<file path="config.mk">
export PLATFORM = sky130hd
export DESIGN_NAME = dcache
export DESIGN_NICKNAME = d
export VERILOG_FILES = /design/src/cache_pkg.sv /design/src/dcache.sv
export SDC_FILE = /design/constraint.sdc
export NUM_CORES = 1
export LEC_CHECK = 0
export ABC_AREA = 1
export BUFFER_PORTS_ARGS = -buffer_cell sky130_fd_sc_hd__buf_2
export CAP_MARGIN = 10
export CORE_AREA = 2 2 248 250
export CTS_CLUSTER_SIZE = 40
export DETAILED_ROUTE_END_ITERATION = 16
export DIE_AREA = 0 0 250 252
export SKIP_LAST_GASP = 1
export SLEW_MARGIN = 40
export SYNTH_ARGS = -nofsm -noshare
export SYNTH_HDL_FRONTEND = slang
export SYNTH_SLANG_ARGS = --single-unit
</file>
<file path="constraint.sdc">
create_clock -name clk -period 3.9 [get_ports clk]
set_clock_uncertainty 0.1 [all_clocks]
set_input_delay 0.195 -clock clk [delete_from_list [all_inputs] [get_ports clk]]
set_output_delay 0.195 -clock clk [all_outputs]
set_load 0.01 [all_outputs]
</file>
<file path="src/cache_pkg.sv">
// shared widths, memory and core request structs and FSM enums, imported by every cache module
package cache_pkg;

    // byte address and line word widths
    localparam int ADDR_W = 32;
    localparam int DATA_W = 64;

    // request from a cache towards the memory port
    typedef struct packed {
        logic [ADDR_W-1:0]   addr;
        logic                we;
        logic [DATA_W-1:0]   wdata;
        logic [DATA_W/8-1:0] strb;
    } mem_req_t;

    // memory reply, ack is a single-cycle pulse
    typedef struct packed {
        logic              ack;
        logic [DATA_W-1:0] rdata;
    } mem_rsp_t;

    // core data request, same layout as mem_req_t
    typedef struct packed {
        logic [ADDR_W-1:0]   addr;
        logic                we;
        logic [DATA_W-1:0]   wdata;
        logic [DATA_W/8-1:0] strb;
    } dc_req_t;

    // controller states, WRITE_MEM is only reached by the data cache
    typedef enum logic [2:0] {
        IDLE,
        LOOKUP,
        REFILL,
        WRITE_MEM,
        RESP
    } cache_state_e;

    typedef enum logic {
        WAY0,
        WAY1
    } way_sel_e;

endpackage

</file>
<file path="src/dcache.sv">
// data cache controller, load lookup with refill and write-through stores without allocation
`timescale 1ns/1ps
module dcache #(
    parameter int  INDEX_W = 6,
    localparam int TAG_W   = cache_pkg::ADDR_W - INDEX_W - 3
) (
    input  logic                           clk,
    input  logic                           rst,
    input  logic                           i_dc_req,
    input  cache_pkg::dc_req_t             i_dc_cmd,
    output logic                           o_dc_busy,
    output logic                           o_dc_valid,
    output logic [cache_pkg::DATA_W-1:0]   o_dc_rdata,
    output cache_pkg::mem_req_t            o_mem_req,
    output logic                           o_mem_rq,
    input  cache_pkg::mem_rsp_t            i_mem_rsp,
    output logic                           o_rd_en,
    output logic [INDEX_W-1:0]             o_index,
    output logic                           o_wr_en,
    output cache_pkg::way_sel_e            o_wr_way,
    output logic [TAG_W-1:0]               o_wr_tag,
    output logic [cache_pkg::DATA_W-1:0]   o_wr_data,
    output logic [cache_pkg::DATA_W/8-1:0] o_wr_strb,
    output logic                           o_wr_fill,
    output logic                           o_lru_en,
    output cache_pkg::way_sel_e            o_lru_way,
    input  logic [TAG_W-1:0]               i_tag0,
    input  logic [TAG_W-1:0]               i_tag1,
    input  logic                           i_vld0,
    input  logic                           i_vld1,
    input  logic [cache_pkg::DATA_W-1:0]   i_data0,
    input  logic [cache_pkg::DATA_W-1:0]   i_data1,
    input  cache_pkg::way_sel_e            i_lru
);
    import cache_pkg::*;

    cache_state_e     state_q;
    cache_state_e     state_d;
    dc_req_t          cmd_q;
    logic [TAG_W-1:0] tag;
    logic             hit0;
    logic             hit1;
    logic             hit;
    logic             ack;
    logic             fill;
    logic             st_hit;
    way_sel_e         hit_way;

    assign tag     = cmd_q.addr[ADDR_W-1 -: TAG_W];
    assign hit0    = i_vld0 && (i_tag0 == tag);
    assign hit1    = i_vld1 && (i_tag1 == tag);
    assign hit     = hit0 || hit1;
    assign hit_way = hit1 ? WAY1 : WAY0;
    assign ack     = i_mem_rsp.ack && (state_q == REFILL || state_q == WRITE_MEM);
    assign fill    = i_mem_rsp.ack && (state_q == REFILL);
    assign st_hit  = (state_q == LOOKUP) && cmd_q.we && hit;

    always_comb begin
        state_d = state_q;
        case (state_q)
            IDLE:      state_d = i_dc_req ? LOOKUP : IDLE;
            LOOKUP:    state_d = cmd_q.we ? WRITE_MEM : (hit ? RESP : REFILL);
            REFILL:    state_d = ack ? RESP : REFILL;
            WRITE_MEM: state_d = ack ? RESP : WRITE_MEM;
            default:   state_d = IDLE;
        endcase
    end

    always_ff @(posedge clk or negedge rst) begin
        if (!rst)
            state_q <= IDLE;
        else
            state_q <= state_d;
    end

    always_ff @(posedge clk) begin
        if (state_q == IDLE && i_dc_req)
            cmd_q <= i_dc_cmd;
        // load data from a hit or straight from the refill
        if (fill)
            o_dc_rdata <= i_mem_rsp.rdata;
        else if (state_q == LOOKUP && hit && !cmd_q.we)
            o_dc_rdata <= hit1 ? i_data1 : i_data0;
    end

    assign o_dc_busy  = (state_q != IDLE);
    assign o_dc_valid = (state_q == RESP);

    assign o_rd_en = (state_q == IDLE) && i_dc_req;
    assign o_index = (state_q == IDLE) ? i_dc_cmd.addr[3 +: INDEX_W] : cmd_q.addr[3 +: INDEX_W];

    // store hits merge bytes in LOOKUP, store misses leave the arrays alone
    assign o_wr_en   = st_hit || fill;
    assign o_wr_way  = fill ? i_lru : hit_way;
    assign o_wr_tag  = tag;
    assign o_wr_data = fill ? i_mem_rsp.rdata : cmd_q.wdata;
    assign o_wr_strb = fill ? '1 : cmd_q.strb;
    assign o_wr_fill = fill;
    assign o_lru_en  = (state_q == LOOKUP && hit) || fill;
    assign o_lru_way = fill ? i_lru : hit_way;

    assign o_mem_rq = (state_q == REFILL) || (state_q == WRITE_MEM);

    // stores go out as issued, refills read the aligned word
    always_comb begin
        o_mem_req = mem_req_t'(cmd_q);
        if (!cmd_q.we) begin
            o_mem_req.addr[2:0] = 3'b000;
            o_mem_req.strb      = '1;
        end
    end

    a_store_strb: assert property (@(posedge clk) disable iff (!rst)
        i_dc_req && i_dc_cmd.we |-> i_dc_cmd.strb != '0);

endmodule

</file>
Word-level counts from Yosys, hierarchy flattened
Index checks and enable logic that the tools add are counted.
- register bits after elaboration: 172
- input bits: 350
- output and inout bits: 279
- logic and storage cells: 45
- equal/unequal tests: 6
- multiplexer cells: 16
- reduce and logical (&&, ||, !) cells: 17
- operator list (operator ; count):
    two-way mux 64 bit ; 4
    == test 23 bit ; 2
    two-way mux 8 bit ; 2
    two-way mux 3 bit ; 5
    case mux 3 bit (4 select lines) ; 1
    logical AND 1 bit ; 9
    == test 3 x 2 -> 1 bit, second input constant ; 2
    two-way mux 6 bit ; 1
    logical OR 1 bit ; 4
    == test 3 x 1 -> 1 bit, second input constant ; 1
    == test 3 bit, second input constant ; 1
    logical NOT 3 bit ; 1
    two-way mux 1 bit ; 3
    nonzero test 3 bit ; 1
    nonzero test 2 bit ; 1
    logical NOT 1 bit ; 1

Logic depth before layout (Yosys ltp)
- depth after elaboration: 7
- depth in mapped cells: 12
- depth with buffers taken out: 10

Worst setup path before layout
No wires, ideal clock.
- kind: reg-to-reg
- start point: reg state_q[2]
- end point: reg cmd_q[0] (netlist bit), enable pin
- setup time: 0.461 ns
- arrival: 3.159 ns
- required time: 3.339 ns
- path slack: 0.180 ns
- cell stages (with the launch flop): 4
- buffers on the path: 0
- clock period less this slack: 3.720 ns
- cell sequence: dfrtp_1 > nor3_1 > nand2_1 > inv_1
- longest elaborated chain between the ends: 2
- RTL lines (element ; RTL line ; source):
    from (decl) ; dcache.sv:37 ; cache_state_e state_q;
    from (signal assigned) ; dcache.sv:73 ; state_q <= state_d;
    logical NOT 3 bit ; - ;
    logical AND 1 bit ; - ;
    via o_rd_en ; dcache.sv:17 ; output logic o_rd_en,
    to (signal assigned) ; dcache.sv:78 ; cmd_q <= i_dc_cmd;
    to (decl) ; dcache.sv:39 ; dc_req_t cmd_q;
The timed path passes the listed nets, and every way through them passes these cells.
A chain may end at the register's enable or synchronous reset.

Worst setup path after layout
- start point: reg cmd_q (netlist bit o_mem_req[82])
- end point: reg o_dc_rdata[27] (netlist bit) (data pin)
- longest elaborated chain between the ends: 5
- RTL lines (element ; RTL line ; source):
    == test 23 bit ; dcache.sv:51 ; assign hit1 = i_vld1 && (i_tag1 == tag);
    logical AND 1 bit ; dcache.sv:51 ;
    two-way mux 64 bit ; dcache.sv:83 ; o_dc_rdata <= hit1 ? i_data1 : i_data0;
    two-way mux 64 bit ; dcache.sv:82 ; else if (state_q == LOOKUP && hit && !cmd_q.we)
    two-way mux 64 bit ; dcache.sv:80 ; if (fill)
    to (signal assigned) ; dcache.sv:81 ; o_dc_rdata <= i_mem_rsp.rdata;
    to (signal assigned) ; dcache.sv:83 ;
    to (decl) ; dcache.sv:13 ; output logic [cache_pkg::DATA_W-1:0] o_dc_rdata,
Every way passes these cells. The select of a mux whose other input is x is not followed.

==> results_dict.tcl <==
set metrics [dict create \
    seqPwrFrac_pct 35.7 \
    crit_top_cell "nand2_1" \
    cp_max_fo 64 \
    leakage_uw 0.00839 \
    drive_gt1_share_pct 35.1 \
    ys_seq_area_share_pct 52.0 \
    clock_sinks 172 \
    cts_tree "yes" \
    clkLatencyLatePin_ns 0.48 \
    place_hpwl_um 32700 \
    cts-root-buf "clkbuf_16" \
    wire_per_inst_um 16.4 \
    area.sequential_sq_um 5150 \
    drc 0 \
    startpoint_type "flip-flop" \
    slew_headroom_pct 51.3 \
    core-area_sq_um 60100 \
    finalSetupTns_ns 0 \
    grt_util_met3_pct 4.56 \
    grt_setup_unrepaired "false" \
    h-tree-depth 4 \
    synth-warning-count 0 \
    final.min_clock_period_ns 3.43 \
    netlist_area_sq_um 9910 \
    num_vias 10634 \
    pwr-share-comb_pct 39.0 \
    antenna_found_initial 7 \
    total_power_uw 7660 \
    hold_path.class "in -> reg" \
    status "complete, no violations" \
    worst_setup_path_end_kind "flip-flop" \
    crit_path_top_delay_cell "dlygate4sd3_1" \
    cts_resized 0 \
    busiest_layer "met2" \
    postRouteAntennaNets 0 \
    fmax_ghz 0.292 \
    swShare_pct 37.2 \
    path_buf_inv 4 \
    start_util_pct 16.5 \
    clk_pin_slew_ns 0.07 \
    grt_pass1_wl_um 63400 \
    rows 90 \
    setup_viol 0 \
    io_pins 629 \
    p_per_area_nw_per_um2 480 \
    required_ns 4.03 \
    slew_viol_final 0 \
    syn_inst 1220 \
    max_cap_viol_count 0 \
    worstSetupPathType "reg -> reg" \
    path_cells "inv_1 > nand2_1 > nand2_1 > nor2_1 > nand2_1 > nor2_4 > buf_6 > nand4_1 > nand3_1 > dlygate4sd3_1 > nand2_1 > dlygate4sd3_1" \
    track_usage_pct 13.7 \
    synth.avg_cell_area_sq_um 8.12 \
    cts-buffers-inserted 17 \
    worst_pin_slew_ns 0.731 \
    die_area_sq_um 63000 \
    place_inst 2475 \
    met1_usage_pct 15.6 \
    cp.arrival_ns 3.55 \
    synth_cell_types 20 \
    fin_nets 2289 \
    routed_wl_um 44700 \
    final_cells 2736 \
    nFillCells 6503 \
    die_width_um 250 \
    ir_worst_vdd_mv 0.341 \
    drt_first_iter_violations 701 \
    p_int_uw 4810 \
    path_delay_family "buffers and inverters" \
    post_cts_buffers 0 \
    grt_pass1_vias 10607 \
    areaGrowthSynthToFinish_pct 61.2 \
    gp_congestion 0.861 \
    grt_max_degree 77 \
    synth_nets 1570 \
    hold_violations 0 \
    die_h_um 252 \
    grt_use_met2_pct 22.8 \
    synth_seq_cells 172 \
    clkPwrFrac_pct 25.3 \
    via_per_inst 3.89 \
    max_stage_delay_ns 0.56 \
    switchingPower_uw 2850 \
    clk_path_buf_depth 2 \
    fin_crit_sh_pct 87.9 \
    dr.pass1.iters 5 \
    multiInputGateArea_sq_um 2870 \
    port_buffers 628 \
    overflow 0 \
]
-- kinds of logic (layout without fill, tap and decap cells) --
kind of cell	after synthesis	count (layout)	share of synthesized area (%)
buf+inv	372	1104	19.6
flops	172	172	52.0
simple gates	662	662	27.6
xor+xnor	2	2	0.177
other cells	0	2	0
compound gates	12	12	0.631
-- cell usage after synthesis --
cell | count | area share, %
o21ai_0 | 10 | 0.51
inv_2 | 5 | 0.19
buf_2 | 25 | 1.3
edfxtp_1 | 169 | 51
inv_1 | 198 | 7.5
buf_6 | 4 | 0.45
nor3_1 | 3 | 0.15
nand3_1 | 67 | 3.4
buf_1 | 5 | 0.19
nand2_1 | 490 | 19
a21oi_1 | 1 | 0.050
o31ai_1 | 1 | 0.076
nor3b_1 | 1 | 0.076
dfrtp_1 | 3 | 0.76
nor2_2 | 1 | 0.063
buf_4 | 129 | 9.8
clkbuf_1 | 6 | 0.23
nand4_1 | 64 | 4.0
xor2_1 | 2 | 0.18
nor2_1 | 36 | 1.4
-- repair_timing --
action                                 CTS  global route
endpoints found under the hold margin  174             0
setup endpoints to repair                0             0
hold buffers                           227             0
-- registers in the layout, indices dropped and copies added, names as in the netlist --
name	cells
o_mem_req	94
o_dc_rdata	64
cmd_q	11
state_q	3
-- layout make-up --
class                           instances  area share, %
Antenna cell                            2         0.0313
Clock buffer                           18           2.69
Clock inverter                         14           1.28
Inverter                              203           4.80
Multi-Input combinational cell        676           17.9
Sequential cell                       172           32.2
Tap cell                              782           6.13
Timing Repair Buffer                  869           34.9
-- per-layer routing --
metal / vias up / wire, um
li1: 5141 / -
met1: 4809 / 17700
met2: 581 / 21300
met3: 97 / 3780
met4: 6 / 1870
met5: - / 45
-- worst paths after layout --
check	startpoint	end	slack (ns)	cells after the start
hold reg to reg	state_q[1]$_DFF_PN0_	state_q[1]$_DFF_PN0_	0.59	3
max in group asynchronous	rst	state_q[0]$_DFF_PN0_	3.07	3
min in group asynchronous	rst	state_q[2]$_DFF_PN0_	0.49	3
setup reg to reg	o_mem_req[82]$_DFFE_PP_	o_dc_rdata[27]$_DFFE_PP_	0.47	12
setup / recovery	o_mem_req[82]$_DFFE_PP_	o_dc_rdata[27]$_DFFE_PP_	0.47	12
hold / removal	i_data0[52]	o_dc_rdata[52]$_DFFE_PP_	0.03	5
-- stage by stage --
step,worst slack [ns],hold WS [ns],cell area [sq um],util [%]
floorplan,0.180,-0.201,9910,-
global placement,1.32,-0.103,13000,21.7
detailed placement,1.22,-0.106,13100,21.7
CTS,0.498,0.00199,16000,26.6
global route,0.294,0.0643,16000,26.6
finish,0.473,0.0315,16000,26.6
-- worst register-to-register path, cell delays in order, from the launching register on --
cell and delay [ns]:
edfxtp_1 0.47, inv_1 0.09, nand2_1 0.07, nand2_1 0.04, nor2_1 0.10, nand2_1 0.10, nor2_4 0.17, buf_6 0.55
nand4_1 0.24, nand3_1 0.10, dlygate4sd3_1 0.56, nand2_1 0.05, dlygate4sd3_1 0.54
-- cells in the final DEF (no fill, tap or decap), types with 4 or more instances in the layout --
master,n
buf_2,628
nand2_1,489
dlygate4sd3_1,227
inv_1,197
edfxtp_1,169
nand3_1,66
nand4_1,64
nor2_1,33
clkbuf_16,17
o21ai_0,10
buf_4,7
inv_6,5
inv_2,4
nor2_4,4
bufinv_16,4
buf_6,4
-- power by group through the flow --
stage	Clock (uW)	Combinational [uW]	Sequential [uW]
global placement	0	2660	2750
global route	2070	3260	2770
finish	1940	2990	2730
CTS	2010	2990	2730
detailed placement	0	2660	2770
floorplan	0	1550	2810
(Power assumes the default switching activity.)
