===== src/cache_pkg.sv =====
// shared widths, memory and core request structs and FSM enums, imported by every cache module
package cache_pkg;

    // byte address and line word widths
    localparam int ADDR_W = 32;
    localparam int DATA_W = 64;

    // request from a cache towards the memory port
    typedef struct packed {
        logic [ADDR_W-1:0]   addr;
        logic                we;
        logic [DATA_W-1:0]   wdata;
        logic [DATA_W/8-1:0] strb;
    } mem_req_t;

    // memory reply, ack is a single-cycle pulse
    typedef struct packed {
        logic              ack;
        logic [DATA_W-1:0] rdata;
    } mem_rsp_t;

    // core data request, same layout as mem_req_t
    typedef struct packed {
        logic [ADDR_W-1:0]   addr;
        logic                we;
        logic [DATA_W-1:0]   wdata;
        logic [DATA_W/8-1:0] strb;
    } dc_req_t;

    // controller states, WRITE_MEM is only reached by the data cache
    typedef enum logic [2:0] {
        IDLE,
        LOOKUP,
        REFILL,
        WRITE_MEM,
        RESP
    } cache_state_e;

    typedef enum logic {
        WAY0,
        WAY1
    } way_sel_e;

endpackage


===== src/icache.sv =====
// instruction cache controller, two-way lookup with refill over the shared memory port
`timescale 1ns/1ps
module icache #(
    parameter int  INDEX_W = 6,
    localparam int TAG_W   = cache_pkg::ADDR_W - INDEX_W - 3
) (
    input  logic                           clk,
    input  logic                           rst,
    input  logic                           i_if_req,
    input  logic [cache_pkg::ADDR_W-1:0]   i_if_addr,
    output logic                           o_if_busy,
    output logic                           o_if_valid,
    output logic [31:0]                    o_if_data,
    output cache_pkg::mem_req_t            o_mem_req,
    output logic                           o_mem_rq,
    input  cache_pkg::mem_rsp_t            i_mem_rsp,
    output logic                           o_rd_en,
    output logic [INDEX_W-1:0]             o_index,
    output logic                           o_wr_en,
    output cache_pkg::way_sel_e            o_wr_way,
    output logic [TAG_W-1:0]               o_wr_tag,
    output logic [cache_pkg::DATA_W-1:0]   o_wr_data,
    output logic [cache_pkg::DATA_W/8-1:0] o_wr_strb,
    output logic                           o_wr_fill,
    output logic                           o_lru_en,
    output cache_pkg::way_sel_e            o_lru_way,
    input  logic [TAG_W-1:0]               i_tag0,
    input  logic [TAG_W-1:0]               i_tag1,
    input  logic                           i_vld0,
    input  logic                           i_vld1,
    input  logic [cache_pkg::DATA_W-1:0]   i_data0,
    input  logic [cache_pkg::DATA_W-1:0]   i_data1,
    input  cache_pkg::way_sel_e            i_lru
);
    import cache_pkg::*;

    cache_state_e      state_q;
    cache_state_e      state_d;
    logic [ADDR_W-1:0] addr_q;
    logic [TAG_W-1:0]  tag;
    logic              hit0;
    logic              hit1;
    logic              hit;
    logic              ack;
    way_sel_e          hit_way;
    logic [DATA_W-1:0] line;

    assign tag     = addr_q[ADDR_W-1 -: TAG_W];
    assign hit0    = i_vld0 && (i_tag0 == tag);
    assign hit1    = i_vld1 && (i_tag1 == tag);
    assign hit     = hit0 || hit1;
    assign hit_way = hit1 ? WAY1 : WAY0;
    assign ack     = i_mem_rsp.ack && (state_q == REFILL);
    // refill data answers the fetch directly
    assign line    = ack ? i_mem_rsp.rdata : (hit1 ? i_data1 : i_data0);

    always_comb begin
        state_d = state_q;
        case (state_q)
            IDLE:    state_d = i_if_req ? LOOKUP : IDLE;
            LOOKUP:  state_d = hit ? RESP : REFILL;
            REFILL:  state_d = ack ? RESP : REFILL;
            default: state_d = IDLE;
        endcase
    end

    always_ff @(posedge clk or negedge rst) begin
        if (!rst)
            state_q <= IDLE;
        else
            state_q <= state_d;
    end

    always_ff @(posedge clk) begin
        if (state_q == IDLE && i_if_req)
            addr_q <= i_if_addr;
        // bit 2 picks the instruction within the line
        if ((state_q == LOOKUP && hit) || ack)
            o_if_data <= addr_q[2] ? line[63:32] : line[31:0];
    end

    assign o_if_busy  = (state_q != IDLE);
    assign o_if_valid = (state_q == RESP);

    // read is issued with the strobe so the compare lands in LOOKUP
    assign o_rd_en = (state_q == IDLE) && i_if_req;
    assign o_index = (state_q == IDLE) ? i_if_addr[3 +: INDEX_W] : addr_q[3 +: INDEX_W];

    assign o_wr_en   = ack;
    assign o_wr_way  = i_lru;
    assign o_wr_tag  = tag;
    assign o_wr_data = i_mem_rsp.rdata;
    assign o_wr_strb = '1;
    assign o_wr_fill = 1'b1;
    assign o_lru_en  = (state_q == LOOKUP && hit) || ack;
    assign o_lru_way = ack ? i_lru : hit_way;

    assign o_mem_rq  = (state_q == REFILL);
    assign o_mem_req = '{addr: {addr_q[ADDR_W-1:3], 3'b000}, we: 1'b0, wdata: '0, strb: '1};

    // core only fetches while the cache is idle
    a_no_req_busy: assert property (@(posedge clk) disable iff (!rst)
        i_if_req |-> !o_if_busy);

endmodule


===== config.mk =====
export PLATFORM = sky130hd
export DESIGN_NAME = icache
export DESIGN_NICKNAME = d
export VERILOG_FILES = /design/src/cache_pkg.sv /design/src/icache.sv
export SDC_FILE = /design/constraint.sdc
export NUM_CORES = 1
export LEC_CHECK = 0
export ABC_AREA = 1
export BUFFER_PORTS_ARGS = -buffer_cell sky130_fd_sc_hd__clkbuf_2
export CORE_AREA = 2 2 204 206
export CTS_CLUSTER_DIAMETER = 150
export DETAILED_ROUTE_END_ITERATION = 8
export DIE_AREA = 0 0 206 208
export MAX_ROUTING_LAYER = met4
export PLACE_DENSITY = 0.44
export SLEW_MARGIN = 30
export SYNTH_ARGS = -nofsm -noshare
export SYNTH_HDL_FRONTEND = slang
export SYNTH_SLANG_ARGS = --single-unit
export TNS_END_PERCENT = 100

===== constraint.sdc =====
create_clock -name clk -period 2.7 [get_ports clk]
set_clock_uncertainty 0.05 [all_clocks]
set_input_delay 0.405 -clock clk [delete_from_list [all_inputs] [get_ports clk]]
set_output_delay 0.405 -clock clk [all_outputs]
set_load 0.01 [all_outputs]

; After elaboration in Yosys (flattened, before gate mapping)
; Index checks and enable logic that the tools add are counted.
[totals]
reg_bits = 67
inputBits = 277
[op_classes]
n_eq_ne = 5
muxes = 10
n_reduce_logical = 9
[ops]
columns = op, count
row1 = $mux 64, 2
row2 = $eq 23x23->1, 2
row3 = $mux 32, 1
row4 = $pmux 3 s3, 1
row5 = $mux 3, 2
row6 = $mux 6, 1
row7 = $logic_and 1x1->1, 5
row8 = $eq 3x1->1 const B, 1
row9 = $eq 3x2->1 const B, 1
row10 = $eq 3x3->1 const B, 1
row11 = $logic_not 3->1, 1
row12 = $mux 1, 3
row13 = $reduce_bool 3->1, 1
row14 = $logic_or 1x1->1, 2

; Logic depth before layout (Yosys ltp)
; Gate-level depths: netlist of the first run.
[logic_depth]
word_depth = 5
ltp_mapped = 12

; Worst setup path after synthesis of the first run
; Ideal clock, no wire load.
[synth_timing]
path_kind = reg-to-reg
startpoint = register state_q[1]
endpoint = register addr_q[10], enable pin
setup_time_ns = 0.423
arrival_ns = 2.165
path_slack_ns = 0.062
stages_incl_launch_ff = 4
path_buffers = 0
path_cell_list = dfrtp_1 -> nor2_1 -> nand2_1 -> nor2_1
[synth_between]
elab_chain_len = 2
[synth_rtl]
columns = item, line_no
row1 = from (decl), icache.sv:37  ; cache_state_e state_q;
row2 = from (signal assigned), icache.sv:71  ; state_q <= state_d;
row3 = $logic_not 3->1, --
row4 = $logic_and 1x1->1, --
row5 = via o_rd_en, icache.sv:17  ; output logic o_rd_en,
row6 = to (signal assigned), icache.sv:76  ; addr_q <= i_if_addr;
row7 = to (decl), icache.sv:39  ; logic [ADDR_W-1:0] addr_q;
; The timed path passes the listed nets, and every way through them passes these cells.
; A chain may end at the register's enable or synchronous reset.

; Worst setup path after layout of the first run
[layout_timing]
startpoint = register addr_q[29]
endpoint = output o_lru_way
[layout_between]
elab_chain_len = 4
[layout_rtl]
columns = item, line_no
row1 = $eq 23x23->1, icache.sv:50  ; assign hit1 = i_vld1 && (i_tag1 == tag);
row2 = $logic_and 1x1->1, icache.sv:50
row3 = $mux 1, icache.sv:52  ; assign hit_way = hit1 ? WAY1 : WAY0;
row4 = $mux 1, icache.sv:96  ; assign o_lru_way = ack ? i_lru : hit_way;
row5 = to (decl), icache.sv:26  ; output cache_pkg::way_sel_e o_lru_way,
; Every way passes these cells.

==> key figures, run 1 <==
Die
  – Initial core utilization: 0.1639
  – Die width: 206 µm
  – DIE AREA: 42850 µm²
  – I/O pins: 524
  – Die H: 208 µm
  – FP Rows: 74
  – Placeable Area: 40550 µm²

Critical path
  – Crit path launch type: register
  – Setup slack, reg-to-reg: 0.25 ns
  – Critical R2R Launch: addr_q[29]
  – CP max stage delay: 0.50 ns
  – Crit path max fanout: 5
  – Most common cell type on the critical path: nand2_1
  – CP Class: register to output pin
  – Worst Path Arrival: 2.12 ns
  – Setup crit end kind: output pin
  – R2R depth: 12
  – End of the worst register-to-register path: o_if_data[15]
  – Worst path required time: 2.25 ns
  – Slowest library cell on the worst path: edfxtp_1
  – CP cell instances: nand2_1 -> nand2_1 -> nor2_1 -> nand2_1 -> nor2_4 -> nand3_4 -> o21ai_1 -> clkbuf_2

Power
  – VDD IR-drop max: 0.2258 mV
  – Clk network pwr share: 0.240
  – P_int: 3012 µW
  – Leakage: 0.004737 µW
  – Comb power frac: 0.450
  – Switch share: 0.3886
  – Power per cell area: 568.4 nW/µm²
  – Seq pwr share: 0.309
  – P_sw: 1914 µW

Final layout
  – Final nets: 1435
  – Fillers: 4580
  – Area delta synth->final: 30.45%
  – Fraction of layout cells with a size suffix above 1: 0.4858
  – Final Util: 0.2137
  – Final instance area: 8668 µm²

Synthesis
  – Synth unique cells: 28
  – Syn Area/Cell: 7.968 µm²
  – Synthesized flop and latch total: 65
  – Mapped cell area: 6645 µm²
  – Synth warn: 0
  – Sequential area share after synthesis: 0.2915
  – Synth Instances: 834

CTS
  – CTS tree: done
  – Max Root-Sink Buffers: 2
  – Clock buffer count from CTS: 9
  – Clk Latency, worst-skew pair: 0.36 ns
  – Clk slew on worst S/H paths: 0.06 ns
  – Root buffer cell: clkbuf_16
  – Clock sinks: 65
  – H-tree depth: 3

Place
  – Input/output buffers: 436
  – Gp weighted congestion: 0.8931
  – Dpl cell area: 8289 µm²
  – Dpl hpwl: 21.50 mm

Detailed routing
  – DRC Markers: 0
  – Total wire length: 26.15 mm
  – Initial DRC count: 266
  – Routed wire per std cell: 15.42 µm
  – Via Count: 6197
  – Via/cell ratio: 3.654
  – Final ANT Viol Nets: 0
  – Detailed Routing Iterations Pass 1: 6

Timing
  – Final setup vio count: 0
  – Worst-Margin Slew: 0.5118 ns
  – Tmin final: 2.579 ns
  – Max Slew Vio Count: 0
  – FMAX: 0.3877 GHz
  – Rel. slew slack: 0.6584
  – Final worst-path cycle share: 0.9553
  – RSZ-0062 raised after global routing: true
  – Fin. Hold Viols: 0

Global route
  – Initial antenna violation count: 1
  – First-pass GRT wire length: 36.04 mm
  – Vias in the first global route: 5897
  – Largest net degree at the start of global routing: 48
  – Grt total ovfl: 0
  – Total Routing Usage GR: 0.1199

Hold path
  – Hold Path End: addr_q[25]
  – Worst min path class: input port to register
  – Min-delay src: i_if_addr[25]
  – WHS Path Cells: 1

Outcome
  – Status: complete, no violations

Flow run
  – Max-cap violations: 0
-- power groups by stage --
stage          clock network [µW]  logic, µW  registers (µW)
2_1_floorplan                   0       1600            1540
3_3_place_gp                    0       2220            1550
3_5_place_dp                    0       2220            1560
4_1_cts                      1250       2230            1530
5_1_grt                      1280       2460            1550
6_report                     1180       2220            1520
-- cell usage after synthesis --
master    instances  area share
edfxtp_1         62        0.28
dfrtp_1           3       0.011
xnor2_1           7      0.0092
or2_2             1     0.00094
mux2i_1          32       0.048
buf_6             3      0.0051
conb_1            2      0.0011
nand2_2           1     0.00094
nand3_1          41       0.031
clkinv_1          1     0.00056
buf_4           207        0.23
o21ai_1           1     0.00075
xor2_1            4      0.0053
buf_2            13      0.0098
nand3_4           1      0.0026
o21ai_0          10      0.0075
inv_2             9      0.0051
nand3b_1          1      0.0011
mux2_2           70        0.12
o22ai_1           1     0.00094
nor2_4            3      0.0051
nand2_1         197        0.11
clkbuf_1          8      0.0045
nor3_1            3      0.0023
inv_1            77       0.043
nor2_1           38       0.021
nand4_1          37       0.035
nor2_8            1      0.0030
-- worst max-delay path: cells and delay by family (launching register included) --
kind            cells  cell delay [ns]
buf+inv             1             0.15
simple gates        6             0.92
flops               1             0.50
compound gates      1             0.19
-- sequential cells by signal, summed over array words and instances (netlist names) --
register and flops:
addr_q 30, o_if_data 32, state_q 3
-- cell usage in the layout, fill, tap and decap left out, drive strengths merged, types with 11 or more instances in the layout --
cell / Yosys / layout
nand4: 37 / 37
clkbuf: 8 / 450
edfxtp: 62 / 62
o21ai: 11 / 11
buf: 223 / 23
nand2: 198 / 198
inv: 86 / 86
nor2: 42 / 42
conb: 2 / 85
mux2i: 32 / 32
mux2: 70 / 70
nand3: 42 / 43
-- cell families (layout without fill, tap and decap cells) --
| family | Yosys count | count (layout) | synth area share |
|---|---|---|---|
| xor+xnor | 11 | 11 | 0.01450 |
| flops | 65 | 65 | 0.2915 |
| buf+inv | 318 | 563 | 0.3024 |
| other cells | 2 | 86 | 0.001130 |
| compound gates | 12 | 12 | 0.009226 |
| mux | 102 | 102 | 0.1668 |
| simple gates | 324 | 325 | 0.2145 |
-- through the flow --
step           setup WS, ns  instances  hold WS, ns  power (µW)    TNS, ns
2_1_floorplan       0.06160        917      0.05941        3135          0
3_3_place_gp         0.2203       1670       0.1648        3764          0
3_5_place_dp         0.2257       1670       0.1639        3773          0
4_1_cts           -0.005544       1689       0.1417        5011  -0.005544
5_1_grt            -0.02231       1696       0.1486        5287   -0.02231
6_report             0.1208       1696       0.1765        4927          0
-- routing by layer --
layer,GRT usage,wire length (µm),vias to the layer above
met2,0.2018,13040,284
met5,-,0,-
met4,0.03892,523,0
li1,-,-,3080
met3,0.03195,1869,27
met1,0.1372,10720,2806
-- area by class of cell --
cell class,instances,area [µm²],share of cell area
diodes,1,2.502,0.0002887
clock buffers,14,274.0,0.03161
clock inverters,2,12.51,0.001443
inverters,87,326.6,0.03767
multi-input cells,535,3048,0.3516
flip-flops and latches,65,1937,0.2234
well taps,532,665.6,0.07679
repair buffers,460,2402,0.2771
-- worst max path at each step --
stage | start | to | slack, ns | cells past startpoint
floorplan | state_q[1] | addr_q[10] | 0.06 | 3
global placement | i_tag0[10] | o_lru_en | 0.22 | 12
detailed placement | i_tag0[10] | o_lru_en | 0.23 | 12
CTS | addr_q[25] | o_lru_en | -0.006 | 10
global route | addr_q[25] | o_lru_en | -0.02 | 10
finish | addr_q[29] | o_lru_way | 0.12 | 8
-- timing repair --
item | 4_1_cts | 5_1_grt
setup buffers | 1 | 6
resized for setup | 2 | 2
endpoints found under the hold margin | 3 | 0
hold buffers | 1 | 0
endpoints found under the setup margin | 2 | 2
pin swaps | 1 | 3
gates cloned | 1 | 0
Note: power is estimated with default switching activity, not from simulation.
==> inputs of run 2 (changes only) <==
--- a/config.mk
+++ b/config.mk
@@ -7,6 +7,7 @@
 export LEC_CHECK = 0
 export ABC_AREA = 1
 export BUFFER_PORTS_ARGS = -buffer_cell sky130_fd_sc_hd__clkbuf_2
+export CAP_MARGIN = 20
 export CORE_AREA = 2 2 204 206
 export CTS_CLUSTER_DIAMETER = 150
 export DETAILED_ROUTE_END_ITERATION = 8
==> constraint.sdc (replaced) <==
create_clock -name clk -period 2.7 [get_ports clk]
set_clock_uncertainty 0.05 [all_clocks]
set_input_delay 0.135 -clock clk [delete_from_list [all_inputs] [get_ports clk]]
set_output_delay 0.135 -clock clk [all_outputs]
set_load 0.01 [all_outputs]
==> key figures, run 2 (synthesis gave the netlist of run 1 again) <==
CTS
  – CTS tree: done
  – Clock sinks: 65
  – Max Root-Sink Buffers: 2
  – Root buffer cell: clkbuf_16
  – Clk slew on worst S/H paths: 0.05 ns
  – Clk Latency, worst-skew pair: 0.36 ns
  – H-tree depth: 3
  – Clock buffer count from CTS: 9

Timing
  – Final setup vio count: 0
  – Final worst-path cycle share: 0.9261
  – Tmin final: 2.500 ns
  – Fin. Hold Viols: 0
  – Max Slew Vio Count: 0
  – RSZ-0062 raised after global routing: false
  – FMAX: 0.3999 GHz
  – TNS Setup: 0 ns

Critical path
  – Crit path max fanout: 17
  – CP cell instances: nand2_1 -> nand2_1 -> nor2_1 -> nand2_1 -> nor3_1 -> nand3_1 -> nand2_1 -> nand2_1 -> nand2_4 -> buf_12 -> clkbuf_2
  – End of the worst register-to-register path: o_if_data[2]
  – R2R depth: 11
  – Worst Path Arrival: 2.32 ns
  – CP max stage delay: 0.50 ns
  – Worst path required time: 2.52 ns
  – Most common cell type on the critical path: nand2_1
  – Critical R2R Launch: addr_q[31]
  – Critical path launch point: addr_q[30]
  – Slowest library cell on the worst path: edfxtp_1
  – CP Class: register to output pin
  – Setup crit end: o_lru_en
  – Setup slack, reg-to-reg: 0.44 ns
  – Setup crit end kind: output pin
  – Crit path launch type: register

Final layout
  – Area delta synth->final: 34.21%
  – Multi-input gate area: 3038 µm²
  – Final nets: 1459
  – Fraction of layout cells with a size suffix above 1: 0.4701
  – Most common cell after layout, fill and taps aside: clkbuf_2
  – Commonest non-fill, non-tap cells in the layout: 436 x clkbuf_2, 196 x nand2_1, 85 x conb_1
  – Reg area: 1937 µm²
  – Max FFs per register: 32
  – Final Util: 0.2199
  – Largest Register: o_if_data
  – Fillers: 4586
  – Largest regs: o_if_data x32, addr_q x30, state_q x3

Detailed routing
  – Total wire length: 26.05 mm
  – Initial DRC count: 248
  – Via/cell ratio: 3.627
  – Detailed Routing Iterations Pass 1: 4
  – DRC Markers: 0
  – Final ANT Viol Nets: 0
  – Via Count: 6239
  – Routed wire per std cell: 15.15 µm

Die
  – Initial core utilization: 0.1639
  – Die width: 206 µm
  – DIE AREA: 42850 µm²
  – Placeable Area: 40550 µm²
  – I/O pins: 524
  – Die H: 208 µm
  – FP Rows: 74

Global route
  – GR Layer Usage met2: 0.2045
  – Vias in the first global route: 6125
  – GR peak layer: met2
  – Met1 GRT Util: 0.1334
  – Total Routing Usage GR: 0.1203
  – First-pass GRT wire length: 36.58 mm
  – Grt total ovfl: 0
  – GR met3 Demand/Resource: 0.03086
  – Largest net degree at the start of global routing: 52
  – Initial antenna violation count: 1

Place
  – Input/output buffers: 436
  – Gp weighted congestion: 0.8670
  – Dpl hpwl: 21.35 mm

Flow run
  – Max-cap violations: 0

Power
  – P_int: 2946 µW
  – P_sw: 1959 µW
  – Clk network pwr share: 0.229
  – Seq pwr share: 0.311
  – Power per cell area: 550.0 nW/µm²
  – Switch share: 0.3994
  – VDD IR-drop max: 0.2049 mV
  – Leakage: 0.004830 µW
  – Comb power frac: 0.460

Outcome
  – Status: complete, no violations

Hold path
  – Worst min path class: input port to register
-- run 2: changes by cell type in the layout (fill, tap and decap cells not counted), sizes merged --
cell,change
clkinv,+3
buf,-7
clkbuf,-3
clkinvlp,+1
nand3,-1
dlygate4sd3,+31
-- run 2: repair_timing --
action	in CTS	in global routing
gates resized for setup	0	4
hold endpoints to repair	34	0
hold buffers	32	0
endpoints found under the setup margin	0	1
buffers inserted	0	3
-- run 2: critical path: cells and delay by family (launching register included) --
kind / cells / cell delay [ns]
buffers and inverters: 2 / 0.32
DFF: 1 / 0.50
and+or+nand+nor: 9 / 1.11
-- run 2: worst min-delay path by stage --
| stage | start | to | slack, ns | depth (start not counted) |
|---|---|---|---|---|
| final | i_mem_rsp[64] | state_q[1] | 0.05 | 4 |
| after global routing | rst | state_q[0] | 0.06 | 2 |
| after CTS | i_mem_rsp[64] | state_q[1] | 0.0002 | 4 |
| after detailed placement | rst | state_q[0] | -0.11 | 1 |
| after global placement | rst | state_q[0] | -0.11 | 1 |
| after floorplan | rst | state_q[0] | -0.21 | 0 |
-- run 2: per-layer routing --
metal | vias up | part of all wire
li1 | 3115 | -
met1 | 2787 | 0.40
met2 | 302 | 0.51
met3 | 35 | 0.071
met4 | 0 | 0.026
met5 | - | 0
-- run 2: power by group through the flow --
stage / logic [µW] / registers (µW) / clock network [µW]
after CTS: 2270 / 1530 / 1210
after global placement: 2220 / 1550 / 0
after detailed placement: 2220 / 1550 / 0
final: 2260 / 1520 / 1120
after global routing: 2510 / 1550 / 1240
after floorplan: 1600 / 1540 / 0
-- run 2: stage by stage --
step	total power, µW	worst slack (ns)	cell area (µm²)	hold slack [ns]	instances
floorplan	3135	0.06160	6957	-0.2106	917
global placement	3761	0.3985	8267	-0.1068	1667
detailed placement	3774	0.4043	8267	-0.1058	1667
CTS	5008	0.001306	8851	0.0002189	1715
global route	5295	0.02861	8919	0.05544	1720
finish	4905	0.1995	8919	0.04739	1720
-- run 2: final cells by class --
class,instances,share of cell area
inverters,87,0.03662
clock buffers,10,0.02567
repair buffers,485,0.3011
well taps,532,0.07464
diodes,1,0.0002806
clock inverters,6,0.003928
multi-input cells,534,0.3406
flip-flops and latches,65,0.2172
