$ cat config.mk
export PLATFORM = sky130hd
export DESIGN_NAME = mem_arbiter
export DESIGN_NICKNAME = d
export VERILOG_FILES = /design/src/cache_pkg.sv /design/src/mem_arbiter.sv
export SDC_FILE = /design/constraint.sdc
export NUM_CORES = 1
export LEC_CHECK = 0
export BUFFER_PORTS_ARGS = -buffer_cell sky130_fd_sc_hd__buf_2
export CORE_AREA = 2 2 203 205
export DETAILED_ROUTE_END_ITERATION = 6
export DIE_AREA = 0 0 205 207
export SLEW_MARGIN = 20
export SYNTH_ARGS = -nofsm -noshare
export SYNTH_HDL_FRONTEND = slang
export SYNTH_SLANG_ARGS = --single-unit
$ cat constraint.sdc
create_clock -name clk -period 2.16 [get_ports clk]
set_input_delay 0.108 -clock clk [delete_from_list [all_inputs] [get_ports clk]]
set_output_delay 0.108 -clock clk [all_outputs]
set_load 0.01 [all_outputs]
$ cat src/cache_pkg.sv
// shared widths, memory and core request structs and FSM enums, imported by every cache module
package cache_pkg;

    // byte address and line word widths
    localparam int ADDR_W = 32;
    localparam int DATA_W = 64;

    // request from a cache towards the memory port
    typedef struct packed {
        logic [ADDR_W-1:0]   addr;
        logic                we;
        logic [DATA_W-1:0]   wdata;
        logic [DATA_W/8-1:0] strb;
    } mem_req_t;

    // memory reply, ack is a single-cycle pulse
    typedef struct packed {
        logic              ack;
        logic [DATA_W-1:0] rdata;
    } mem_rsp_t;

    // core data request, same layout as mem_req_t
    typedef struct packed {
        logic [ADDR_W-1:0]   addr;
        logic                we;
        logic [DATA_W-1:0]   wdata;
        logic [DATA_W/8-1:0] strb;
    } dc_req_t;

    // controller states, WRITE_MEM is only reached by the data cache
    typedef enum logic [2:0] {
        IDLE,
        LOOKUP,
        REFILL,
        WRITE_MEM,
        RESP
    } cache_state_e;

    typedef enum logic {
        WAY0,
        WAY1
    } way_sel_e;

endpackage

$ cat src/mem_arbiter.sv
// round-robin arbiter sharing the single memory port between instruction and data cache
`timescale 1ns/1ps
module mem_arbiter (
    input  logic                clk,
    input  logic                rst,
    input  logic                i_ic_rq,
    input  cache_pkg::mem_req_t i_ic_req,
    output cache_pkg::mem_rsp_t o_ic_rsp,
    input  logic                i_dc_rq,
    input  cache_pkg::mem_req_t i_dc_req,
    output cache_pkg::mem_rsp_t o_dc_rsp,
    output logic                o_mem_valid,
    output cache_pkg::mem_req_t o_mem_req,
    input  cache_pkg::mem_rsp_t i_mem_rsp
);
    // bit 0 instruction cache, bit 1 data cache
    logic [1:0] gnt_q;
    logic [1:0] gnt_d;
    // set when the data cache wins a tie
    logic       prio_dc_q;
    logic       prio_dc_d;

    always_comb begin
        gnt_d     = gnt_q;
        prio_dc_d = prio_dc_q;
        if (gnt_q == 2'b00) begin
            if (i_ic_rq && (!i_dc_rq || !prio_dc_q))
                gnt_d = 2'b01;
            else if (i_dc_rq)
                gnt_d = 2'b10;
        end else if (i_mem_rsp.ack) begin
            // hand over to the other cache, the served one still holds rq this cycle
            prio_dc_d = gnt_q[0];
            gnt_d     = gnt_q[0] ? {i_dc_rq, 1'b0} : {1'b0, i_ic_rq};
        end
    end

    always_ff @(posedge clk or negedge rst) begin
        if (!rst) begin
            gnt_q     <= 2'b00;
            prio_dc_q <= 1'b0;
        end else begin
            gnt_q     <= gnt_d;
            prio_dc_q <= prio_dc_d;
        end
    end

    assign o_mem_valid = |gnt_q;
    assign o_mem_req   = gnt_q[1] ? i_dc_req : i_ic_req;
    assign o_ic_rsp    = '{ack: i_mem_rsp.ack && gnt_q[0], rdata: i_mem_rsp.rdata};
    assign o_dc_rsp    = '{ack: i_mem_rsp.ack && gnt_q[1], rdata: i_mem_rsp.rdata};

    // at most one grant, and only to a cache that still requests
    a_gnt_onehot: assert property (@(posedge clk) disable iff (!rst)
        $onehot0(gnt_q) && (!gnt_q[0] || i_ic_rq) && (!gnt_q[1] || i_dc_rq));

    // caches hold their request until acked
    a_req_stable: assert property (@(posedge clk) disable iff (!rst)
        o_mem_valid && !i_mem_rsp.ack |=> o_mem_valid && $stable(o_mem_req));

endmodule

==> Word-level counts from Yosys, hierarchy flattened <==
Index checks and enable logic that the tools add are counted.
{ "op_classes": {"eq_ne": 1, "n_mux": 6, "reduce_logical": 11, "n_bitwise": 1} }
{ "ops": {"columns": ["operator", "count"], "rows": [
  ["105-bit two-way mux", 1],
  ["2-bit two-way mux", 5],
  ["2-bit AND reduction", 2],
  ["1-bit logical AND", 3],
  ["3-bit by 2-bit inequality test with 1-bit output (second input constant)", 1],
  ["1-bit zero test", 2],
  ["2-bit zero test", 1],
  ["2-bit nonzero test", 1],
  ["2-bit OR reduction", 1],
  ["1-bit logical OR", 1],
  ["1-bit NOT", 1]
]} }
{ "totals": {"in_bits": 279, "out_inout_bits": 236, "register_bits": 3} }

==> Longest topological paths before layout <==
Gate-level depths: netlist (run 1).
{ "depth": {"depth_word": 5, "ltp_mapped": 5, "mapped_depth_nobuf": 3} }

==> Worst setup path after synthesis (run 1) <==
Ideal clock, no wire load.
{ "synth_timing": {"path_kind": "register -> output", "startpoint": "register gnt_q[1]", "endpoint": "output port o_mem_req[80] in the netlist's numbering", "slack_ps": 989, "path_stages_with_launch": 5, "path_buffers": 3, "arrival_ps": 1063, "cell_sequence": "dfrtp_1 buf_6 buf_6 buf_6 mux2_4"} }
{ "synth_lines": {"columns": ["item", "line", "source"], "rows": [
  ["from (decl)", "mem_arbiter.sv:17", "logic [1:0] gnt_q;"],
  ["from (signal assigned)", "mem_arbiter.sv:43", "gnt_q <= gnt_d;"],
  ["to (decl)", "mem_arbiter.sv:13", "output cache_pkg::mem_req_t o_mem_req,"]
]} }

==> metrics.md, run 1 <==
| Metric | Value |
|---|---|
| Gpl congestion | `0.689` |
| Final setup fails | `0` |
| Synth-to-Final Area Change | `56.4%` |
| Layout cells sized above 1 | `0.962` |
| First-pass GRT wire length | `14600 um` |
| Final cell count without fillers | `985` |
| Critical path's slowest cell | `dfrtp_4` |
| Max-slew violation count | `0` |
| WL met1 | `3800 um` |
| Root Driver | `clkbuf_16` |
| Tot Pwr | `2.93 mW` |
| Cell area after synthesis | `2450 um^2` |
| Die ar. | `42400 um^2` |
| Post-Route WL | `11300 um` |
| Fin util | `0.0948` |
| Cell Int Power | `1.67 mW` |
| CTS H-tree lvls | `1` |
| Req. time, crit path | `2.05 ns` |
| Endpoints failing hold | `0` |
| Latest clock arrival within the worst-skew pair | `0.22 ns` |
| Row cnt | `74` |
| VDD IR max | `0.000279 V` |
| Crit path max-delay family | `flip-flops` |
| Layout Skew | `0.00214 ns` |
| Synth cell types | `15` |
| Final net count | `732` |
| Vias in the first global route | `2563` |
| Via total after detailed routing | `2514` |
| Cts repair resizes | `0` |
| Seq cells post-synth | `3` |
| Hold Path Class | `primary input to flip-flop` |
| Critical R2R Launch | `gnt_q[1]` |
| Post-layout min period | `1.78 ns` |
| Max Cap Viol | `0` |
| Initial antenna violation count | `1` |
| Worst-Margin Slew | `0.267 ns` |
| Drt wl/cell | `11.5 um` |
| Initial Util | `0.0606` |
| Post-Syn Instances | `261` |
| Total gr overflow | `0` |
| Commonest cells after routing, fill and taps aside | `buf_2 (322), mux2_2 (86), mux2_4 (19)` |
| Top layer in use | `met4` |
| CTS tree | `done` |
| Critical path startpoint category | `flip-flop` |
| IO Pins | `515` |
| Setup_tns | `0 ns` |
| Final HPWL DP | `10300 um` |
| Pin count of the biggest net entering global routing | `40` |
| DRT Pass-1 Iters | `4` |
| Die Y | `207 um` |
| CP endpoint kind | `output port` |
| Sw Ratio | `0.430` |
| R2R depth | `4` |
| Drt via density | `2.55` |
| Ys Warns | `0` |
| Status | `finished clean` |
| Core ar. | `40400 um^2` |
| Overall Global Routing Usage | `0.0465` |
| Pwr/cell area | `766 nW/um^2` |
| Final ANT Viol Nets | `0` |
| CTS buffer count | `3` |
| Worst path bufs/invs | `2` |
| Critical path launch point | `gnt_q[1]` |
| DR DRC count | `0` |
| DR WL met2 | `5730 um` |
| Sequence of cells on the critical path | `buf_12 -> mux2_2 -> buf_2` |
| Commonest non-fill, non-tap cell in the layout | `buf_2` |
| Placed Cells | `979` |
| Stages on worst setup path | `3` |
| Routed wl met3 | `1380 um` |
| Max-slew headroom | `0.822` |
| Clock tree buffer depth | `2` |
| CP max FO | `39` |
| Data arrival, critical path | `1.67 ns` |
| Mapped Nets | `540` |
| Logic pwr share | `0.846` |
| Syn Area/Cell | `9.38 um^2` |
| Hold path cells | `2` |
| Power share of the clock group | `0.099` |
| Slowest cell delay on critical path | `0.56 ns` |
| DR iter-0 viols | `46` |
| Min-delay src | `i_mem_rsp[64]` |
| Reg clk slew, reported paths | `0.03 ns` |
| TritonCTS Sinks | `3` |
| Final worst-path cycle share | `0.822` |
| F_max | `563 MHz` |
| Filler instances | `4666` |
| Post-synthesis sequential area ratio | `0.0307` |
| Leakage | `1.89 nW` |
| Flop pwr share | `0.055` |
| Die width | `205 um` |
| Critical path class | `flip-flop to output port` |
| Sw power | `1.26 mW` |
| RSZ-0062 raised after global routing | `no` |
| IO Port Bufs | `322` |
==> sequential cells by signal, indices dropped and copies added, names as in the netlist <==
register	count
prio_dc_q	1
gnt_q	2
==> stage by stage <==
stage / setup WS, ns / hold WS (ns) / cell area [um^2]
detailed placement: 0.604 / -0.0910 / 3740
floorplan: 0.989 / -0.188 / 2450
global route: 0.305 / 0.129 / 3830
global placement: 0.620 / -0.0922 / 3740
finish: 0.384 / 0.118 / 3830
CTS: 0.361 / 0.115 / 3830
==> synthesized netlist by cell type (all sizes together) <==
library cell	count	area (um^2)
and2	1	6.26
or2	1	6.26
mux2i	1	10.0
nor2b	1	6.26
dfrtp	3	75.1
a21oi	1	5.00
mux2	105	1250
buf	140	1050
nand2	1	3.75
inv	3	11.3
o21ai	3	15.0
a22o	1	8.76
==> cells by family after synthesis <==
family / Yosys count / share of synthesized area
mux: 106 / 0.516
buf+inv: 143 / 0.432
flops: 3 / 0.0307
simple gates: 4 / 0.00921
compound gates: 5 / 0.0118
==> power by group through the flow <==
stage	registers, mW	clock network [mW]	logic (mW)
floorplan	0.0970	0	1.86
global placement	0.162	0	2.49
detailed placement	0.165	0	2.51
CTS	0.166	0.299	2.53
global route	0.175	0.310	2.66
finish	0.161	0.291	2.48
==> layer usage <==
metal | GRT usage | vias to the layer above
met5 | 0 | -
met2 | 0.0924 | 268
met1 | 0.0444 | 1060
li1 | - | 1137
met3 | 0.0120 | 49
met4 | 0.0189 | 0
==> worst paths after layout <==
path                                       to  slack [ns]
worst max-delay path            o_mem_req[17]        0.38
worst min-delay path                 gnt_q[0]        0.12
worst max register to register       gnt_q[1]        0.73
worst min register to register       gnt_q[0]        0.50
max in group asynchronous            gnt_q[1]        1.82
min in group asynchronous            gnt_q[1]        0.22
==> repair_timing <==
item / CTS / global route
setup buffers: 0 / 0
endpoints found under the hold margin: 3 / 0
hold buffers: 1 / 0
==> area by class of cell <==
| class | instances | area (um^2) | share of cell area |
|---|---|---|---|
| timing repair buffer | 327 | 1680 | 0.438 |
| multi-input combinational | 115 | 1320 | 0.343 |
| tap | 532 | 666 | 0.174 |
| clock buffer | 4 | 78.8 | 0.0206 |
| antenna | 1 | 2.50 | 0.000654 |
| inverter | 3 | 11.3 | 0.00294 |
| sequential | 3 | 78.8 | 0.0206 |
==> worst register-to-register path: stages (launching register included) <==
cell and delay [ns]:
dfrtp_4 0.58, buf_12 0.22, or2_1 0.27, o21ai_0 0.17, a22o_1 0.14
Note: power is estimated with default switching activity, not from simulation.
==> run 2: changes to the inputs <==
- CORE_AREA: 2 2 203 205 -> 2 2 199 201
- DIE_AREA: 0 0 205 207 -> 0 0 201 203
- clock period: 2.16 -> 1.68 ns (I/O delays scaled with it)
==> metrics.md, run 2 (synthesis results as in run 1) <==
| Metric | Value |
|---|---|
| Max Cap Viol | `0` |
| DRT Pass-1 Iters | `4` |
| Critical path's slowest cell | `dfrtp_4` |
| Commonest non-fill, non-tap cell in the layout | `buf_2` |
| Die width | `201 um` |
| Initial antenna violation count | `3` |
| Via total after detailed routing | `2525` |
| Leakage | `1.94 nW` |
| Slowest cell delay on critical path | `0.55 ns` |
| Final WS setup | `0.0197 ns` |
| Pin count of the biggest net entering global routing | `36` |
| Drt wl/cell | `12.4 um` |
| Final HPWL DP | `11200 um` |
| Row cnt | `72` |
| Post-layout min period | `1.66 ns` |
| Layout Skew | `0.000371 ns` |
| Layout cells sized above 1 | `0.963` |
| Final ANT Viol Nets | `0` |
| CP endpoint kind | `output port` |
| Sequence of cells on the critical path | `buf_12 -> mux2_2 -> buf_2` |
| CP max FO | `35` |
| Final setup fails | `0` |
| Final net count | `738` |
| Top reg by flops | `gnt_q` |
| Fin area | `3870 um^2` |
| Hold Path Class | `primary input to flip-flop` |
| Pwr/cell area | `1020 nW/um^2` |
| CTS tree | `done` |
| Initial Util | `0.0636` |
| First-pass GRT wire length | `16400 um` |
| Status | `finished clean` |
| Number of flip-flops in the largest register | `2` |
| Endpoints failing hold | `0` |
| Post-Route WL | `12200 um` |
| DR iter-0 viols | `65` |
| Reg clk slew, reported paths | `0.03 ns` |
| Placed Cells | `968` |
| DR DRC count | `0` |
| Fin util | `0.101` |
| Pre-CTS setup slack | `0.149 ns` |
| VDD IR max | `0.000364 V` |
| Drt via density | `2.58` |
| Filler instances | `4466` |
| Gpl congestion | `0.730` |
| Worst-Margin Slew | `0.243 ns` |
| Total gr overflow | `0` |
| Latest clock arrival within the worst-skew pair | `0.22 ns` |
| IO Port Bufs | `322` |
| IO Pins | `515` |
| Critical path startpoint category | `flip-flop` |
| Die Y | `203 um` |
| Req. time, crit path | `1.60 ns` |
| Vias in the first global route | `2666` |
| Critical path class | `flip-flop to output port` |
| Die ar. | `40800 um^2` |
| CTS H-tree lvls | `1` |
| Clock tree buffer depth | `2` |
| Core ar. | `38500 um^2` |
| Final worst-path cycle share | `0.988` |
| Max-slew violation count | `0` |
| CTS buffer count | `3` |
| F_max | `602 MHz` |
| Overall Global Routing Usage | `0.0543` |
| Commonest cells after routing, fill and taps aside | `buf_2 (322), mux2_2 (82), mux2_4 (23), buf_4 (8)` |
| Synth-to-Final Area Change | `58.3%` |
| Root Driver | `clkbuf_16` |
| Final cell count without fillers | `978` |
| Biggest regs | `gnt_q: 2 flops, prio_dc_q: 1 flops` |
| Data arrival, critical path | `1.58 ns` |
| TritonCTS Sinks | `3` |
| RSZ-0062 raised after global routing | `yes` |
| Placed cell area | `3740 um^2` |
| Max-slew headroom | `0.838` |
run 2: cell count changes in the layout (fill, tap and decap cells not counted):
| cell | previous run | this run |
|---|---|---|
| mux2_2 | 86 | 82 |
| buf_4 | 2 | 8 |
| diode_2 | 1 | 2 |
| mux2_4 | 19 | 23 |
run 2: final cells by class:
type / instances / area, um^2 / share of cell area
Clock buffer: 4 / 78.8 / 0.0203
Tap cell: 518 / 648 / 0.167
Sequential cell: 3 / 78.8 / 0.0203
Inverter: 3 / 11.3 / 0.00291
Multi-Input combinational cell: 115 / 1330 / 0.343
Timing Repair Buffer: 333 / 1720 / 0.444
Antenna cell: 2 / 5.00 / 0.00129
run 2: worst paths after layout:
path	endpoint	cells after the start	slack [ns]	startpoint
min reg2reg	gnt_q[0]	1	0.49	gnt_q[0]
min in group asynchronous	gnt_q[0]	2	0.21	rst
min	gnt_q[0]	2	0.09	i_mem_rsp[64]
max reg2reg	gnt_q[1]	4	0.21	gnt_q[1]
max	o_mem_req[45]	3	0.02	gnt_q[1]
max in group asynchronous	gnt_q[1]	2	1.35	rst
run 2: through the flow:
| step | TNS, ns | total power, mW | hold WS (ns) |
|---|---|---|---|
| 2_1_floorplan | 0 | 2.52 | -0.212 |
| 3_3_place_gp | 0 | 3.48 | -0.120 |
| 3_5_place_dp | 0 | 3.54 | -0.115 |
| 4_1_cts | 0 | 3.97 | 0.0825 |
| 5_1_grt | -0.619 | 4.22 | 0.0946 |
| 6_report | 0 | 3.93 | 0.0872 |
run 2: repair_timing:
| action | CTS | global route |
|---|---|---|
| endpoints found under the hold margin | 3 | 0 |
| setup buffers | 2 | 1 |
| gates resized for setup | 0 | 4 |
| hold buffers | 1 | 0 |
| setup endpoints to repair | 67 | 41 |
run 2: layer usage:
layer  global-route usage  wire length (um)
met5                    0                16
met4               0.0235               588
met3               0.0225              1500
met2               0.0970              5950
met1               0.0556              4110
run 2: critical path, delay by kind of cell (launching register included):
kind | cells | cell delay [ns]
DFF | 1 | 0.55
muxes | 1 | 0.37
buffers and inverters | 2 | 0.39
run 2: report_power, final:
part / switching, mW / internal [mW]
Sequential: 0.0858 / 0.114
Combinational: 1.54 / 1.82
Clock: 0.0639 / 0.313
Total: 1.69 / 2.25
==> run 3: changes to the inputs <==
- RECOVER_POWER: not set -> 100
==> metrics.md, run 3 (synthesis results as in run 1) <==
| Metric | Value |
|---|---|
| Status | `finished clean` |
| CTS H-tree lvls | `1` |
| Worst-Margin Slew | `0.243 ns` |
| DR DRC count | `0` |
| Critical path's slowest cell | `dfrtp_4` |
| IO Pins | `515` |
| Total gr overflow | `0` |
| Die Y | `203 um` |
| Drt via density | `2.58` |
| Req. time, crit path | `1.60 ns` |
| Final HPWL DP | `11200 um` |
| F_max | `602 MHz` |
| Overall Global Routing Usage | `0.0543` |
| Data arrival, critical path | `1.58 ns` |
| Pre-CTS setup slack | `0.149 ns` |
| Gpl congestion | `0.730` |
| Filler instances | `4468` |
| Max-slew violation count | `0` |
| Row cnt | `72` |
| Via total after detailed routing | `2525` |
| DR iter-0 viols | `65` |
| Number of flip-flops in the largest register | `2` |
| Reg clk slew, reported paths | `0.03 ns` |
| Critical path startpoint category | `flip-flop` |
| Die width | `201 um` |
| IO Port Bufs | `322` |
| DRT Pass-1 Iters | `4` |
| Synth-to-Final Area Change | `58.2%` |
| Final net count | `738` |
| Die ar. | `40800 um^2` |
| CP endpoint kind | `output port` |
| Layout cells sized above 1 | `0.959` |
| Sequence of cells on the critical path | `buf_12 -> mux2_2 -> buf_2` |
| Top reg by flops | `gnt_q` |
| Slowest cell delay on critical path | `0.55 ns` |
| Pin count of the biggest net entering global routing | `36` |
| Final setup fails | `0` |
| Layout Skew | `0.000377 ns` |
| CTS buffer count | `3` |
| Latest clock arrival within the worst-skew pair | `0.22 ns` |
| Root Driver | `clkbuf_16` |
| Initial Util | `0.0636` |
| Core ar. | `38500 um^2` |
| Max Cap Viol | `0` |
| Pwr/cell area | `1020 nW/um^2` |
| Max-slew headroom | `0.838` |
| CP max FO | `35` |
| Final worst-path cycle share | `0.988` |
| Worst path bufs/invs | `2` |
| TritonCTS Sinks | `3` |
| Initial antenna violation count | `3` |
| Post-layout min period | `1.66 ns` |
| Tot Pwr | `3.93 mW` |
| Endpoints failing hold | `0` |
| Commonest cells after routing, fill and taps aside | `buf_2 (320), mux2_2 (82), mux2_4 (23), buf_4 (8)` |
| VDD IR max | `0.000364 V` |
| Clock tree buffer depth | `2` |
| Fin area | `3870 um^2` |
| Critical path class | `flip-flop to output port` |
| Vias in the first global route | `2666` |
| Post-Route WL | `12200 um` |
| CTS tree | `done` |
| Crit path max-delay family | `flip-flops` |
| Hold Path Class | `primary input to flip-flop` |
| Placed cell area | `3740 um^2` |
| Drt wl/cell | `12.4 um` |
| Leakage | `1.93 nW` |
| RSZ-0062 raised after global routing | `yes` |
| Final WS setup | `0.0197 ns` |
| Biggest regs | `gnt_q: 2 flops, prio_dc_q: 1 flops` |
| First-pass GRT wire length | `16400 um` |
| Setup_tns | `0 ns` |
| Commonest non-fill, non-tap cell in the layout | `buf_2` |
| Final ANT Viol Nets | `0` |
run 3: changes by cell type in the layout (fill, tap and decap cells not counted):
cell and delta:
buf_2 -2, clkbuf_1 +2
run 3: metal layers:
metal / vias to the layer above / GRT usage / routed length (um)
li1: 1155 / - / -
met1: 1081 / 0.0556 / 4110
met2: 240 / 0.0970 / 5950
met3: 47 / 0.0225 / 1500
met4: 2 / 0.0235 / 588
met5: - / 0 / 16
run 3: final timing paths:
| check | from | to | cells past startpoint | slack, ns |
|---|---|---|---|---|
| max | gnt_q[1] | o_mem_req[45] | 3 | 0.02 |
| max reg2reg | gnt_q[1] | gnt_q[1] | 4 | 0.21 |
| min | i_mem_rsp[64] | gnt_q[0] | 2 | 0.09 |
| max in group asynchronous | rst | gnt_q[1] | 2 | 1.28 |
| min reg2reg | gnt_q[0] | gnt_q[0] | 1 | 0.49 |
| min in group asynchronous | rst | gnt_q[0] | 2 | 0.22 |
run 3: repair_timing:
action                                  CTS  global route
setup buffers                             2             1
endpoints found under the setup margin   67            41
gates resized for setup                   0             4
hold buffers                              1             0
endpoints found under the hold margin     3             0
run 3: final cells by class:
cell class                      count  area [um^2]  area share
Antenna cell                        2         5.00     0.00129
Clock buffer                        4         78.8      0.0204
Inverter                            3         11.3     0.00291
Multi-Input combinational cell    115         1330       0.344
Sequential cell                     3         78.8      0.0204
Tap cell                          518          648       0.167
Timing Repair Buffer              333         1720       0.444
run 3: report_power, final:
| part | internal [mW] | leakage (nW) | switching (mW) | total [mW] |
|---|---|---|---|---|
| sequential | 0.114 | 0.0349 | 0.0858 | 0.199 |
| combinational | 1.82 | 1.86 | 1.54 | 3.36 |
| clock | 0.313 | 0.0382 | 0.0639 | 0.377 |
run 3: metrics by stage:
step                      hold slack [ns]    util  cells
after global placement             -0.120  0.0973    968
after CTS                          0.0825   0.100    975
after floorplan                    -0.212       -    261
after global routing               0.0946   0.101    978
final                              0.0868   0.101    978
after detailed placement           -0.115  0.0973    968
